`config.mk`:
```
export PLATFORM = sky130hd
export DESIGN_NAME = operand_queues_stage
export DESIGN_NICKNAME = d
export VERILOG_FILES = /design/src/source/oq_pkg.sv /design/src/source/operand_stream_if.sv /design/src/source/operand_data_buffer.sv /design/src/source/operand_queue.sv /design/src/source/vfu_operand_ports.sv /design/src/source/operand_queues_stage.sv
export SDC_FILE = /design/constraint.sdc
export NUM_CORES = 1
export LEC_CHECK = 0
export ABC_AREA = 0
export BUFFER_PORTS_ARGS = -buffer_cell sky130_fd_sc_hd__buf_2
export CAP_MARGIN = 20
export CORE_ASPECT_RATIO = 0.5
export CORE_MARGIN = 3
export CORE_UTILIZATION = 48
export CTS_CLUSTER_SIZE = 16
export DETAILED_ROUTE_END_ITERATION = 8
export HOLD_SLACK_MARGIN = 0.08
export PLACE_DENSITY_LB_ADDON = 0.25
export SETUP_SLACK_MARGIN = 0.1
export SLEW_MARGIN = 20
export SYNTH_ARGS = -nofsm -noshare
export SYNTH_HDL_FRONTEND = slang
export SYNTH_HIERARCHICAL = 1
export SYNTH_SLANG_ARGS = --single-unit
export TNS_END_PERCENT = 50
```
`constraint.sdc`:
```
create_clock -name clk_i -period 16.7 [get_ports clk_i]
set_clock_uncertainty 0.15 [all_clocks]
set_input_delay 1.67 -clock clk_i [delete_from_list [all_inputs] [get_ports clk_i]]
set_output_delay 1.67 -clock clk_i [all_outputs]
set_load 0.01 [all_outputs]
```
`src/source/oq_pkg.sv`:
```
package oq_pkg;

  //////////////////////////////////////////////////////////////////////
  // Element and count types
  //////////////////////////////////////////////////////////////////////

  localparam int unsigned ELEN = 64;
  typedef logic [ELEN-1:0] elen_t;

  // Element count of one command, 1 to 255
  localparam int unsigned VlWidth = 8;
  typedef logic [VlWidth-1:0] vl_t;

  //////////////////////////////////////////////////////////////////////
  // Encodings
  //////////////////////////////////////////////////////////////////////

  typedef enum logic [1:0] {
    CONV_NONE,
    CONV_SEXT32,
    CONV_ZEXT32
  } conv_op_e;

  // Consumer of the shared slide/address-generation queue
  typedef enum logic {
    TARGET_ALU_SLDU,
    TARGET_MFPU_ADDRGEN
  } target_fu_e;

  typedef enum logic [1:0] {
    Q_ALU_A         = 2'd0,
    Q_ALU_B         = 2'd1,
    Q_STORE         = 2'd2,
    Q_SLIDE_ADDRGEN = 2'd3
  } queue_id_e;

  localparam int unsigned NrQueues = 4;

  typedef struct packed {
    vl_t        vl;
    conv_op_e   conv;
    target_fu_e target;
  } operand_queue_cmd_t;

  // Default buffer depths
  localparam int unsigned AluDataDepth    = 5;
  localparam int unsigned StuDataDepth    = 2;
  localparam int unsigned SlideDataDepth  = 2;
  localparam int unsigned DefaultCmdDepth = 4;

endpackage

```
`src/source/operand_stream_if.sv`:
```
// One converted operand stream from a queue towards its unit port
interface operand_stream_if;

  oq_pkg::elen_t      operand;
  oq_pkg::target_fu_e target;
  logic               valid;
  logic               ready;

  // Queue side
  modport producer (
    output operand,
    output target,
    output valid,
    input  ready
  );

  // Unit port side
  modport consumer (
    input  operand,
    input  target,
    input  valid,
    output ready
  );

endinterface

```
`src/source/operand_data_buffer.sv`:
```
module operand_data_buffer #(
  parameter int unsigned DataBufDepth = 2
) (
  input  logic          clk_i,
  input  logic          rst_n_i,
  input  logic          flush_i,
  input  oq_pkg::elen_t operand_i,
  input  logic          operand_valid_i,
  input  logic          operand_issued_i,
  input  logic          pop_i,
  output logic          queue_ready_o,
  output oq_pkg::elen_t data_o,
  output logic          data_valid_o
);

  localparam int unsigned PtrWidth = (DataBufDepth > 1) ? $clog2(DataBufDepth) : 1;
  localparam int unsigned CntWidth = $clog2(DataBufDepth + 1);
  localparam logic [PtrWidth-1:0] LastSlot = PtrWidth'(DataBufDepth - 1);
  localparam logic [CntWidth:0] DepthCnt = (CntWidth + 1)'(DataBufDepth);

  oq_pkg::elen_t       mem_q [DataBufDepth];
  logic [PtrWidth-1:0] wr_ptr_q;
  logic [PtrWidth-1:0] rd_ptr_q;
  logic [CntWidth-1:0] occ_cnt_q;
  logic [CntWidth-1:0] issued_cnt_q;
  logic [CntWidth:0]   used_slots;
  logic                pop;

  //////////////////////////////////////////////////////////////////////
  // Head and credit
  //////////////////////////////////////////////////////////////////////

  assign data_o       = mem_q[rd_ptr_q];
  assign data_valid_o = (occ_cnt_q != '0);
  assign pop          = pop_i & data_valid_o;

  // Slots already filled plus slots promised to reads in flight
  assign used_slots    = {1'b0, occ_cnt_q} + {1'b0, issued_cnt_q};
  assign queue_ready_o = (used_slots < DepthCnt);

  //////////////////////////////////////////////////////////////////////
  // Storage
  //////////////////////////////////////////////////////////////////////

  always_ff @(posedge clk_i) begin
    if (operand_valid_i) begin
      mem_q[wr_ptr_q] <= operand_i;
    end
  end

  always_ff @(posedge clk_i) begin
    if (!rst_n_i || flush_i) begin
      wr_ptr_q     <= '0;
      rd_ptr_q     <= '0;
      occ_cnt_q    <= '0;
      issued_cnt_q <= '0;
    end else begin
      if (operand_valid_i) begin
        wr_ptr_q <= (wr_ptr_q == LastSlot) ? '0 : wr_ptr_q + PtrWidth'(1);
      end
      if (pop) begin
        rd_ptr_q <= (rd_ptr_q == LastSlot) ? '0 : rd_ptr_q + PtrWidth'(1);
      end

      case ({operand_valid_i, pop})
        2'b10:   occ_cnt_q <= occ_cnt_q + CntWidth'(1);
        2'b01:   occ_cnt_q <= occ_cnt_q - CntWidth'(1);
        default: occ_cnt_q <= occ_cnt_q;
      endcase

      // An arriving element turns one credit into an occupied slot
      case ({operand_issued_i, operand_valid_i})
        2'b10:   issued_cnt_q <= issued_cnt_q + CntWidth'(1);
        2'b01:   issued_cnt_q <= issued_cnt_q - CntWidth'(1);
        default: issued_cnt_q <= issued_cnt_q;
      endcase
    end
  end

endmodule

```
`src/source/operand_queue.sv`:
```
module operand_queue #(
  parameter int unsigned DataBufDepth = 2,
  parameter int unsigned CmdBufDepth  = 4
) (
  input  logic                       clk_i,
  input  logic                       rst_n_i,
  input  logic                       flush_i,
  input  oq_pkg::elen_t              operand_i,
  input  logic                       operand_valid_i,
  input  logic                       operand_issued_i,
  output logic                       queue_ready_o,
  input  oq_pkg::operand_queue_cmd_t cmd_i,
  input  logic                       cmd_valid_i,
  operand_stream_if.producer         out
);

  localparam int unsigned CmdPtrWidth = (CmdBufDepth > 1) ? $clog2(CmdBufDepth) : 1;
  localparam int unsigned CmdCntWidth = $clog2(CmdBufDepth + 1);
  localparam logic [CmdPtrWidth-1:0] CmdLastSlot = CmdPtrWidth'(CmdBufDepth - 1);

  oq_pkg::elen_t              data_head;
  logic                       data_valid;
  logic                       transfer;

  oq_pkg::operand_queue_cmd_t cmd_mem_q [CmdBufDepth];
  logic [CmdPtrWidth-1:0]     cmd_wr_ptr_q;
  logic [CmdPtrWidth-1:0]     cmd_rd_ptr_q;
  logic [CmdCntWidth-1:0]     cmd_cnt_q;
  oq_pkg::operand_queue_cmd_t cmd_head;
  logic                       cmd_present;
  logic                       cmd_pop;

  oq_pkg::vl_t                elem_cnt_q;
  logic                       last_elem;

  operand_data_buffer #(
    .DataBufDepth(DataBufDepth)
  ) i_data_buffer (
    .clk_i           (clk_i           ),
    .rst_n_i         (rst_n_i         ),
    .flush_i         (flush_i         ),
    .operand_i       (operand_i       ),
    .operand_valid_i (operand_valid_i ),
    .operand_issued_i(operand_issued_i),
    .pop_i           (transfer        ),
    .queue_ready_o   (queue_ready_o   ),
    .data_o          (data_head       ),
    .data_valid_o    (data_valid      )
  );

  //////////////////////////////////////////////////////////////////////
  // Command buffer
  //////////////////////////////////////////////////////////////////////

  assign cmd_head    = cmd_mem_q[cmd_rd_ptr_q];
  assign cmd_present = (cmd_cnt_q != '0);

  always_ff @(posedge clk_i) begin
    if (cmd_valid_i) begin
      cmd_mem_q[cmd_wr_ptr_q] <= cmd_i;
    end
  end

  always_ff @(posedge clk_i) begin
    if (!rst_n_i || flush_i) begin
      cmd_wr_ptr_q <= '0;
      cmd_rd_ptr_q <= '0;
      cmd_cnt_q    <= '0;
    end else begin
      if (cmd_valid_i) begin
        cmd_wr_ptr_q <= (cmd_wr_ptr_q == CmdLastSlot) ? '0 : cmd_wr_ptr_q + CmdPtrWidth'(1);
      end
      if (cmd_pop) begin
        cmd_rd_ptr_q <= (cmd_rd_ptr_q == CmdLastSlot) ? '0 : cmd_rd_ptr_q + CmdPtrWidth'(1);
      end
      case ({cmd_valid_i, cmd_pop})
        2'b10:   cmd_cnt_q <= cmd_cnt_q + CmdCntWidth'(1);
        2'b01:   cmd_cnt_q <= cmd_cnt_q - CmdCntWidth'(1);
        default: cmd_cnt_q <= cmd_cnt_q;
      endcase
    end
  end

  //////////////////////////////////////////////////////////////////////
  // Element counting and output
  //////////////////////////////////////////////////////////////////////

  assign transfer  = out.valid & out.ready;
  assign last_elem = (elem_cnt_q == cmd_head.vl - oq_pkg::vl_t'(1));
  assign cmd_pop   = transfer & last_elem;

  always_ff @(posedge clk_i) begin
    if (!rst_n_i || flush_i) begin
      elem_cnt_q <= '0;
    end else if (transfer) begin
      elem_cnt_q <= last_elem ? '0 : elem_cnt_q + oq_pkg::vl_t'(1);
    end
  end

  // Nothing leaves without a command telling how to convert it
  assign out.valid = data_valid & cmd_present;

  // With no command the shared port points at the slide unit
  assign out.target = cmd_present ? cmd_head.target : oq_pkg::TARGET_ALU_SLDU;

  always_comb begin
    case (cmd_head.conv)
      oq_pkg::CONV_SEXT32: out.operand = {{32{data_head[31]}}, data_head[31:0]};
      oq_pkg::CONV_ZEXT32: out.operand = {32'b0, data_head[31:0]};
      default:             out.operand = data_head;
    endcase
  end

endmodule

```
`src/source/vfu_operand_ports.sv`:
```
module vfu_operand_ports (
  operand_stream_if.consumer        alu_a,
  operand_stream_if.consumer        alu_b,
  operand_stream_if.consumer        stu,
  operand_stream_if.consumer        sldu_addrgen,
  // ALU
  output oq_pkg::elen_t [1:0]       alu_operand_o,
  output logic [1:0]                alu_operand_valid_o,
  input  logic [1:0]                alu_operand_ready_i,
  // Store unit
  output oq_pkg::elen_t             stu_operand_o,
  output logic                      stu_operand_valid_o,
  input  logic                      stu_operand_ready_i,
  // Slide unit and address generation
  output oq_pkg::elen_t             sldu_addrgen_operand_o,
  output oq_pkg::target_fu_e        sldu_addrgen_operand_target_fu_o,
  output logic                      sldu_addrgen_operand_valid_o,
  input  logic                      sldu_operand_ready_i,
  input  logic                      addrgen_operand_ready_i
);

  logic sldu_ready_filtered;
  logic addrgen_ready_filtered;

  //////////////////////////////////////////////////////////////////////
  // ALU and store unit
  //////////////////////////////////////////////////////////////////////

  assign alu_operand_o[0]       = alu_a.operand;
  assign alu_operand_valid_o[0] = alu_a.valid;
  assign alu_a.ready            = alu_operand_ready_i[0];

  assign alu_operand_o[1]       = alu_b.operand;
  assign alu_operand_valid_o[1] = alu_b.valid;
  assign alu_b.ready            = alu_operand_ready_i[1];

  assign stu_operand_o       = stu.operand;
  assign stu_operand_valid_o = stu.valid;
  assign stu.ready           = stu_operand_ready_i;

  //////////////////////////////////////////////////////////////////////
  // Shared slide/address-generation port
  //////////////////////////////////////////////////////////////////////

  assign sldu_addrgen_operand_o           = sldu_addrgen.operand;
  assign sldu_addrgen_operand_target_fu_o = sldu_addrgen.target;
  assign sldu_addrgen_operand_valid_o     = sldu_addrgen.valid;

  // Only the unit the head command targets may pop the element,
  // a stray ready from the other unit is masked off
  assign sldu_ready_filtered =
    sldu_operand_ready_i & (sldu_addrgen.target == oq_pkg::TARGET_ALU_SLDU);
  assign addrgen_ready_filtered =
    addrgen_operand_ready_i & (sldu_addrgen.target == oq_pkg::TARGET_MFPU_ADDRGEN);

  assign sldu_addrgen.ready = sldu_ready_filtered | addrgen_ready_filtered;

endmodule

```
`src/source/operand_queues_stage.sv`:
```
module operand_queues_stage #(
  parameter int unsigned AluDataDepth   = oq_pkg::AluDataDepth,
  parameter int unsigned StuDataDepth   = oq_pkg::StuDataDepth,
  parameter int unsigned SlideDataDepth = oq_pkg::SlideDataDepth,
  parameter int unsigned CmdBufDepth    = oq_pkg::DefaultCmdDepth
) (
  input  logic                                              clk_i,
  input  logic                                              rst_n_i,
  // Register file side
  input  oq_pkg::elen_t              [oq_pkg::NrQueues-1:0] operand_i,
  input  logic                       [oq_pkg::NrQueues-1:0] operand_valid_i,
  // Operand requester side
  input  logic                       [oq_pkg::NrQueues-1:0] operand_issued_i,
  output logic                       [oq_pkg::NrQueues-1:0] operand_queue_ready_o,
  input  oq_pkg::operand_queue_cmd_t [oq_pkg::NrQueues-1:0] operand_queue_cmd_i,
  input  logic                       [oq_pkg::NrQueues-1:0] operand_queue_cmd_valid_i,
  // ALU
  output oq_pkg::elen_t              [1:0]                  alu_operand_o,
  output logic                       [1:0]                  alu_operand_valid_o,
  input  logic                       [1:0]                  alu_operand_ready_i,
  // Store unit
  output oq_pkg::elen_t                                     stu_operand_o,
  output logic                                              stu_operand_valid_o,
  input  logic                                              stu_operand_ready_i,
  input  logic                                              stu_exception_flush_i,
  // Slide unit and address generation
  output oq_pkg::elen_t                                     sldu_addrgen_operand_o,
  output oq_pkg::target_fu_e                                sldu_addrgen_operand_target_fu_o,
  output logic                                              sldu_addrgen_operand_valid_o,
  input  logic                                              sldu_operand_ready_i,
  input  logic                                              addrgen_operand_ready_i
);

  operand_stream_if alu_a_stream ();
  operand_stream_if alu_b_stream ();
  operand_stream_if stu_stream ();
  operand_stream_if sldu_addrgen_stream ();

  //////////////////////////////////////////////////////////////////////
  // Operand queues
  //////////////////////////////////////////////////////////////////////

  operand_queue #(
    .DataBufDepth(AluDataDepth),
    .CmdBufDepth (CmdBufDepth )
  ) i_oq_alu_a (
    .clk_i           (clk_i                                     ),
    .rst_n_i         (rst_n_i                                   ),
    .flush_i         (1'b0                                      ),
    .operand_i       (operand_i[oq_pkg::Q_ALU_A]                ),
    .operand_valid_i (operand_valid_i[oq_pkg::Q_ALU_A]          ),
    .operand_issued_i(operand_issued_i[oq_pkg::Q_ALU_A]         ),
    .queue_ready_o   (operand_queue_ready_o[oq_pkg::Q_ALU_A]    ),
    .cmd_i           (operand_queue_cmd_i[oq_pkg::Q_ALU_A]      ),
    .cmd_valid_i     (operand_queue_cmd_valid_i[oq_pkg::Q_ALU_A]),
    .out             (alu_a_stream                              )
  );

  operand_queue #(
    .DataBufDepth(AluDataDepth),
    .CmdBufDepth (CmdBufDepth )
  ) i_oq_alu_b (
    .clk_i           (clk_i                                     ),
    .rst_n_i         (rst_n_i                                   ),
    .flush_i         (1'b0                                      ),
    .operand_i       (operand_i[oq_pkg::Q_ALU_B]                ),
    .operand_valid_i (operand_valid_i[oq_pkg::Q_ALU_B]          ),
    .operand_issued_i(operand_issued_i[oq_pkg::Q_ALU_B]         ),
    .queue_ready_o   (operand_queue_ready_o[oq_pkg::Q_ALU_B]    ),
    .cmd_i           (operand_queue_cmd_i[oq_pkg::Q_ALU_B]      ),
    .cmd_valid_i     (operand_queue_cmd_valid_i[oq_pkg::Q_ALU_B]),
    .out             (alu_b_stream                              )
  );

  // The store queue alone is emptied on a store exception
  operand_queue #(
    .DataBufDepth(StuDataDepth),
    .CmdBufDepth (CmdBufDepth )
  ) i_oq_stu (
    .clk_i           (clk_i                                     ),
    .rst_n_i         (rst_n_i                                   ),
    .flush_i         (stu_exception_flush_i                     ),
    .operand_i       (operand_i[oq_pkg::Q_STORE]                ),
    .operand_valid_i (operand_valid_i[oq_pkg::Q_STORE]          ),
    .operand_issued_i(operand_issued_i[oq_pkg::Q_STORE]         ),
    .queue_ready_o   (operand_queue_ready_o[oq_pkg::Q_STORE]    ),
    .cmd_i           (operand_queue_cmd_i[oq_pkg::Q_STORE]      ),
    .cmd_valid_i     (operand_queue_cmd_valid_i[oq_pkg::Q_STORE]),
    .out             (stu_stream                                )
  );

  operand_queue #(
    .DataBufDepth(SlideDataDepth),
    .CmdBufDepth (CmdBufDepth   )
  ) i_oq_sldu_addrgen (
    .clk_i           (clk_i                                             ),
    .rst_n_i         (rst_n_i                                           ),
    .flush_i         (1'b0                                              ),
    .operand_i       (operand_i[oq_pkg::Q_SLIDE_ADDRGEN]                ),
    .operand_valid_i (operand_valid_i[oq_pkg::Q_SLIDE_ADDRGEN]          ),
    .operand_issued_i(operand_issued_i[oq_pkg::Q_SLIDE_ADDRGEN]         ),
    .queue_ready_o   (operand_queue_ready_o[oq_pkg::Q_SLIDE_ADDRGEN]    ),
    .cmd_i           (operand_queue_cmd_i[oq_pkg::Q_SLIDE_ADDRGEN]      ),
    .cmd_valid_i     (operand_queue_cmd_valid_i[oq_pkg::Q_SLIDE_ADDRGEN]),
    .out             (sldu_addrgen_stream                               )
  );

  //////////////////////////////////////////////////////////////////////
  // Unit ports
  //////////////////////////////////////////////////////////////////////

  vfu_operand_ports i_vfu_operand_ports (
    .alu_a                           (alu_a_stream                    ),
    .alu_b                           (alu_b_stream                    ),
    .stu                             (stu_stream                      ),
    .sldu_addrgen                    (sldu_addrgen_stream             ),
    .alu_operand_o                   (alu_operand_o                   ),
    .alu_operand_valid_o             (alu_operand_valid_o             ),
    .alu_operand_ready_i             (alu_operand_ready_i             ),
    .stu_operand_o                   (stu_operand_o                   ),
    .stu_operand_valid_o             (stu_operand_valid_o             ),
    .stu_operand_ready_i             (stu_operand_ready_i             ),
    .sldu_addrgen_operand_o          (sldu_addrgen_operand_o          ),
    .sldu_addrgen_operand_target_fu_o(sldu_addrgen_operand_target_fu_o),
    .sldu_addrgen_operand_valid_o    (sldu_addrgen_operand_valid_o    ),
    .sldu_operand_ready_i            (sldu_operand_ready_i            ),
    .addrgen_operand_ready_i         (addrgen_operand_ready_i         )
  );

endmodule

```
==> impl_results.md, run 1 <==
- Pwr/cell area: 110 nW/um^2
- Data arrival time of the worst path: 4.10 ns
- Routed WL per cell: about 21 um
- Cts repair resizes: 0
- Fin crit period: 5.92 ns
- DRC Markers: 0
- Post-route total power: between 6 and 7 mW
- Die Area: between 100000 and 150000 sq um
- Initial antenna violation count: 35
- Critical Path Sink Type: primary output
- Slew of the pin with the lowest slew margin: 1.05 ns
- Initial DRC count: approximately 1500
- Number of detailed-route iterations in the first pass: 5
- Fmax: 0.169 GHz
- Cell count after synthesis: 2936
- Final Hold Fails: 0
- Crit path required time: 14.88 ns
- Vias in the first global route: 25891
- GPL Wtd Cong: a little under 0.8
- Postcts setup bufs: 0
- Post-CTS Hold Fix Bufs: 0
- First-pass GRT wire length: 152000 um
- Die height: ~230 um
- Critical path type: reg -> out
- Peak supply drop: 81.0 uV
- Max-Cap Viols: 0
- Area Growth Syn to Fin: 11.5%
- Via count: 24931
- Most frequent cells in the layout: 1060 x edfxtp_1, 581 x buf_2, 313 x nand2_1
- Largest net degree at the start of global routing: 65
- Fin. max-slew vios: 0
- Reg2reg setup slack: 11.75 ns
- Final wirelength: 101000 um
- CTS Buffer Depth: 3
- DIE WIDTH: ~460 um
- Final ANT Viol Nets: 0
- Core ar.: 101000 sq um
- Slew HR: 0.297
- Total gr overflow: 0
- Initial Util: 0.489
- Final Util: 0.545
- Layout cells sized above 1: 0.368
- Clock latency on the worst-skew pair: 0.70 ns
- Clock Tree Root: clkbuf_16
- Setup TNS: 0 ns
- RSZ-0062 raised after global routing: no
- Placement Setup Slack: 11.15 ns
- Layout Nets: 3677
- FP Rows: 82
- Type of origin of the critical path: flop
- Setup slack after layout: 10.78 ns
- Static leakage: around 20 nW
- Post-DP HPWL: 64600 um
- Status: complete, no violations
- GR Util All Layers: 0.184
- Syn Area/Cell: 16.9 sq um
- Final Cycle Share: 0.354
- Via-per-instance ratio: between 5 and 6
- Setup-failing EPs final: 0
- Htree depth: 3
- Cell Area, Synth: between 40000 and 50000 sq um
- Clock transition at path regs: 0.06 ns
- Worst-path maximum fanout: 33
- TritonCTS clock tree: built
- Type of the worst min-delay path: reg -> reg
- CTS buffer count: 104
- CTS sink cnt: 1172
- I/O pin count: 585
- Port Buffer Count: approximately 580
- Most common cell after layout, fill and taps aside: edfxtp_1
- Yosys warning total: 6
-- layer usage --
metal | track usage | up-vias | routed length (um)
met1 | 0.222 | 12795 | 39700
met5 | 0 | - | 71
met4 | 0.0508 | 12 | 2230
met2 | 0.334 | 459 | 53900
met3 | 0.0428 | 165 | 4820
li1 | - | 11500 | -
-- final timing paths --
path / start / endpoint / cells past startpoint
max: flop / stu_operand_o[36] / 5
min reg2reg: i_oq_alu_a/i_data_buffer/rd_ptr_q[1]$_SDFFE_PP0N_ / flop / 2
min: i_oq_alu_a/i_data_buffer/rd_ptr_q[1]$_SDFFE_PP0N_ / flop / 2
max reg2reg: flop / i_oq_alu_b/cmd_cnt_q[2]$_SDFFE_PP0P_ / 15
-- cell type report --
cell class	count	area, sq um
fillers	8081	46100
well taps	1344	1680
multi-input cells	1320	12500
repair buffers	612	3140
clock inverters	66	691
inverters	76	285
flip-flops and latches	1172	34100
diodes	18	45.0
clock buffers	130	2760
-- worst max-delay path, cell delays in order, from the launching register on --
cell and delay, ns:
dfxtp_1 0.88, mux4_2 0.60, ha_2 0.74, nand3b_1 0.81
nand2_1 0.15, buf_2 0.20
-- report_power, final --
group	internal [mW]	switching (mW)	total, mW
registers	3.27	0.0194	3.29
clock network	1.35	1.08	2.43
logic	0.152	0.212	0.364
-- sequential cells by signal, indices dropped and copies added, names as in the netlist, 8 cells and up, named ones only --
name / cells
i_oq_stu/i_data_buffer/mem_q: 128
i_oq_sldu_addrgen/i_data_buffer/mem_q: 128
i_oq_alu_a/cmd_mem_q: 40
i_oq_stu/cmd_mem_q: 40
i_oq_alu_b/elem_cnt_q: 8
i_oq_alu_b/cmd_mem_q: 40
i_oq_stu/elem_cnt_q: 8
i_oq_sldu_addrgen/cmd_mem_q: 44
i_oq_alu_a/elem_cnt_q: 8
i_oq_alu_b/i_data_buffer/mem_q: 320
i_oq_alu_a/i_data_buffer/mem_q: 320
i_oq_sldu_addrgen/elem_cnt_q: 8
-- stage by stage --
| step | cells | instance area [sq um] | hold WS [ns] |
|---|---|---|---|
| 6_report | 4738 | 55200 | 0.336 |
| 5_1_grt | 4733 | 55200 | 0.361 |
| 4_1_cts | 4720 | 55200 | 0.341 |
| 3_5_place_dp | 4524 | 51700 | 0.332 |
| 3_3_place_gp | 4524 | 51700 | 0.315 |
| 2_1_floorplan | 2944 | 49600 | 0.304 |
Power figures use the tool's default switching activity.
==> run 2, diff against run 1 <==
--- a/config.mk
+++ b/config.mk
@@ -5,7 +5,7 @@
 export SDC_FILE = /design/constraint.sdc
 export NUM_CORES = 1
 export LEC_CHECK = 0
-export ABC_AREA = 0
+export ABC_AREA = 1
 export BUFFER_PORTS_ARGS = -buffer_cell sky130_fd_sc_hd__buf_2
 export CAP_MARGIN = 20
 export CORE_ASPECT_RATIO = 0.5
==> constraint.sdc (replaced) <==
create_clock -name clk_i -period 4.9 [get_ports clk_i]
set_clock_uncertainty 0.15 [all_clocks]
set_input_delay 0.49 -clock clk_i [delete_from_list [all_inputs] [get_ports clk_i]]
set_output_delay 0.49 -clock clk_i [all_outputs]
set_load 0.01 [all_outputs]
==> run 2 against run 1 <==
First-iteration DRC count up 28%. Worst hold slack worse by 0.18 ns. Critical path depth up 3. Area after synthesis up 6.8%. Sequential power rose to 3.4 times the previous value. Flip-flop and latch count unchanged. Largest power group unchanged. Die area up 6.7%. Routed wire length up 16%. Worst setup slack worse by 10 ns.
==> impl_results.md, run 2 <==
- Worst-path maximum fanout: 33 (unchanged)
- Type of origin of the critical path: flop
- TritonCTS clock tree: built
- Critical path type: reg -> out
- FP Rows: 85 (+3.7%)
- Critical Path Sink Type: primary output
- Htree depth: 3 (unchanged)
- Most common cell after layout, fill and taps aside: nand2_1
- First-pass GRT wire length: 179000 um (+18%)
- Number of detailed-route iterations in the first pass: 6 (+1)
- Vias in the first global route: 33709 (+30%)
- FF-to-FF path depth: 18 (+3)
- GR Util All Layers: 0.198 (+0.0132)
- Most frequent cells in the layout: 1552 x nand2_1, 1060 x edfxtp_1, 581 x buf_2
- Type of the worst min-delay path: in -> reg
- DIE WIDTH: 476 um (+3.3%)
- Via-per-instance ratio: 4.85 (-7.8%)
- Max-Cap Viols: 0 (unchanged)
- Met1 usage: 0.230 (+0.00854)
- Die height: 241 um (+3.3%)
- Fin. max-slew vios: 0 (unchanged)
- Post-route total power: 20.9 mW (+240%)
- DRC Markers: 0 (unchanged)
- Worst Hold Path EP: i_oq_sldu_addrgen/i_data_buffer/wr_ptr_q$_SDFFE_PP0P_
- Postcts setup bufs: 0 (unchanged)
- Final ANT Viol Nets: 0 (unchanged)
- Routed WL per cell: 16.6 um (-22%)
- Gr busiest metal: met2
- Pwr/cell area: 340 nW/um^2 (+210%)
- Via count: 34156 (+37%)
- Cts repair resizes: 0 (unchanged)
- Initial antenna violation count: 10 (-71%)
- Die Area: 114000 sq um (+6.7%)
- Total gr overflow: 0 (unchanged)
- Peak supply drop: 268 uV (+230%)
- Setup TNS: 0 ns (unchanged)
- Area Growth Syn to Fin: 16.4%
- Static leakage: 26.0 nW (+32%)
- Clock Tree Root: clkbuf_16
- Slew HR: 0.279 (-0.0178)
- Slew of the pin with the lowest slew margin: 1.08 ns (+0.0267 ns)
- Area occupied by multi-input gates: 14100 sq um (+13%)
- Status: complete, no violations
- Final Hold Fails: 0 (unchanged)
- Initial Util: 0.488 (-0.00128)
- Final wirelength: 117000 um (+16%)
- Fillers: 8886 (+10%)
- Port Buffer Count: 581 (unchanged)
- Core ar.: 108000 sq um (+7.1%)
- M2 GR Usage: 0.367 (+0.0332)
- Clock transition at path regs: 0.06 ns (about the same)
- Reg2reg setup slack: 1.05 ns (-10.70 ns)
- Startpoint of the worst hold path: rst_n_i
- Final Cycle Share: 0.839
- CTS buffer count: 106 (+1.9%)
- Register area: 34100 sq um (about the same)
- Clock latency on the worst-skew pair: 0.70 ns (about the same)
- Yosys warning total: 6 (unchanged)
- Cell Area, Synth: 52900 sq um (+6.8%)
- Layout cells sized above 1: 0.180 (-0.188)
- Crit path required time: 4.26 ns (-10.62 ns)
- Post-DP HPWL: 72500 um (+12%)
- Fmax: 0.243 GHz
- Setup-failing EPs final: 0 (unchanged)
- Syn Area/Cell: 10.8 sq um (-36%)
- CTS Buffer Depth: 3 (unchanged)
- Data arrival time of the worst path: 3.47 ns (-0.63 ns)
- Met3 usage: 0.0358 (-0.00700)
- Hold Path Stages: 3 (+1)
- CTS sink cnt: 1172 (unchanged)
- Top flop regs: i_oq_alu_a/i_data_buffer/mem_q (320), i_oq_alu_b/i_data_buffer/mem_q (320)
- Layout Nets: 5901 (+60%)
- Initial DRC count: 1963 (+28%)
- RSZ-0062 raised after global routing: no
- Cell count after synthesis: 4893 (+67%)
- FF-to-FF End: i_oq_stu/cmd_cnt_q[2]$_SDFFE_PP0P_
- GPL Wtd Cong: 0.822 (+3.7%)
- I/O pin count: 585 (unchanged)
- Fin crit period: about 4 ns
- Largest net degree at the start of global routing: 90 (+38%)
[run 2: cell type report]
type / count / share of cell area
timing repair buffer: 945 / 0.104
clock inverter: 50 / 0.00803
multi-input combinational: 2812 / 0.229
clock buffer: 146 / 0.0460
tap: 1435 / 0.0292
sequential: 1172 / 0.554
antenna: 11 / 0.000447
inverter: 473 / 0.0289
[run 2: worst max path at each step]
stage / startpoint / endpoint / slack (ns) / cells past startpoint
2_1_floorplan: operand_valid_i[1] / i_oq_alu_b/i_data_buffer/mem_q[4][0]$_DFFE_PP_ / -0.73 / 2
3_3_place_gp: flop / i_oq_sldu_addrgen/cmd_cnt_q[2]$_SDFFE_PP0P_ / 1.04 / 18
3_5_place_dp: flop / i_oq_stu/cmd_cnt_q[2]$_SDFFE_PP0P_ / 1.09 / 18
4_1_cts: flop / alu_operand_o[111] / 0.49 / 9
5_1_grt: flop / sldu_addrgen_operand_o[37] / 0.52 / 8
6_report: flop / sldu_addrgen_operand_o[37] / 0.79 / 8
[run 2: what timing repair did]
item                                    CTS  global route
endpoints found under the hold margin  1100             0
hold buffers                            313             0
setup endpoints to repair                 0             0
[run 2: critical path, cell delays in order (launching register included)]
cell      delay, ns
dfxtp_1        0.60
inv_1          0.35
a32o_1         0.37
ha_1           0.29
buf_4          0.34
nand3b_1       0.16
buf_4          0.32
nand2_1        0.17
buf_2          0.17
[run 2: where the power goes]
part	switching [mW]	total, mW	internal (mW)
clock	3.68	8.07	4.39
sequential	0.0732	11.3	11.2
combinational	0.931	1.60	0.674
[run 2: layer usage]
metal  vias up  wire, um
li1      16894         -
met1     16337     45700
met2       704     62200
met3       217      5070
met4         4      3680
met5         -        27
[run 2: per-stage QoR]
stage | worst slack [ns] | area (sq um) | std cells | hold slack, ns | util
2_1_floorplan | -0.727 | 52900 | 4899 | 0.288 | -
3_3_place_gp | 1.04 | 55100 | 6523 | 0.298 | 0.508
3_5_place_dp | 1.09 | 55100 | 6523 | 0.311 | 0.508
4_1_cts | 0.491 | 61500 | 7032 | 0.0841 | 0.567
5_1_grt | 0.519 | 61600 | 7039 | 0.133 | 0.568
6_report | 0.788 | 61600 | 7044 | 0.154 | 0.568
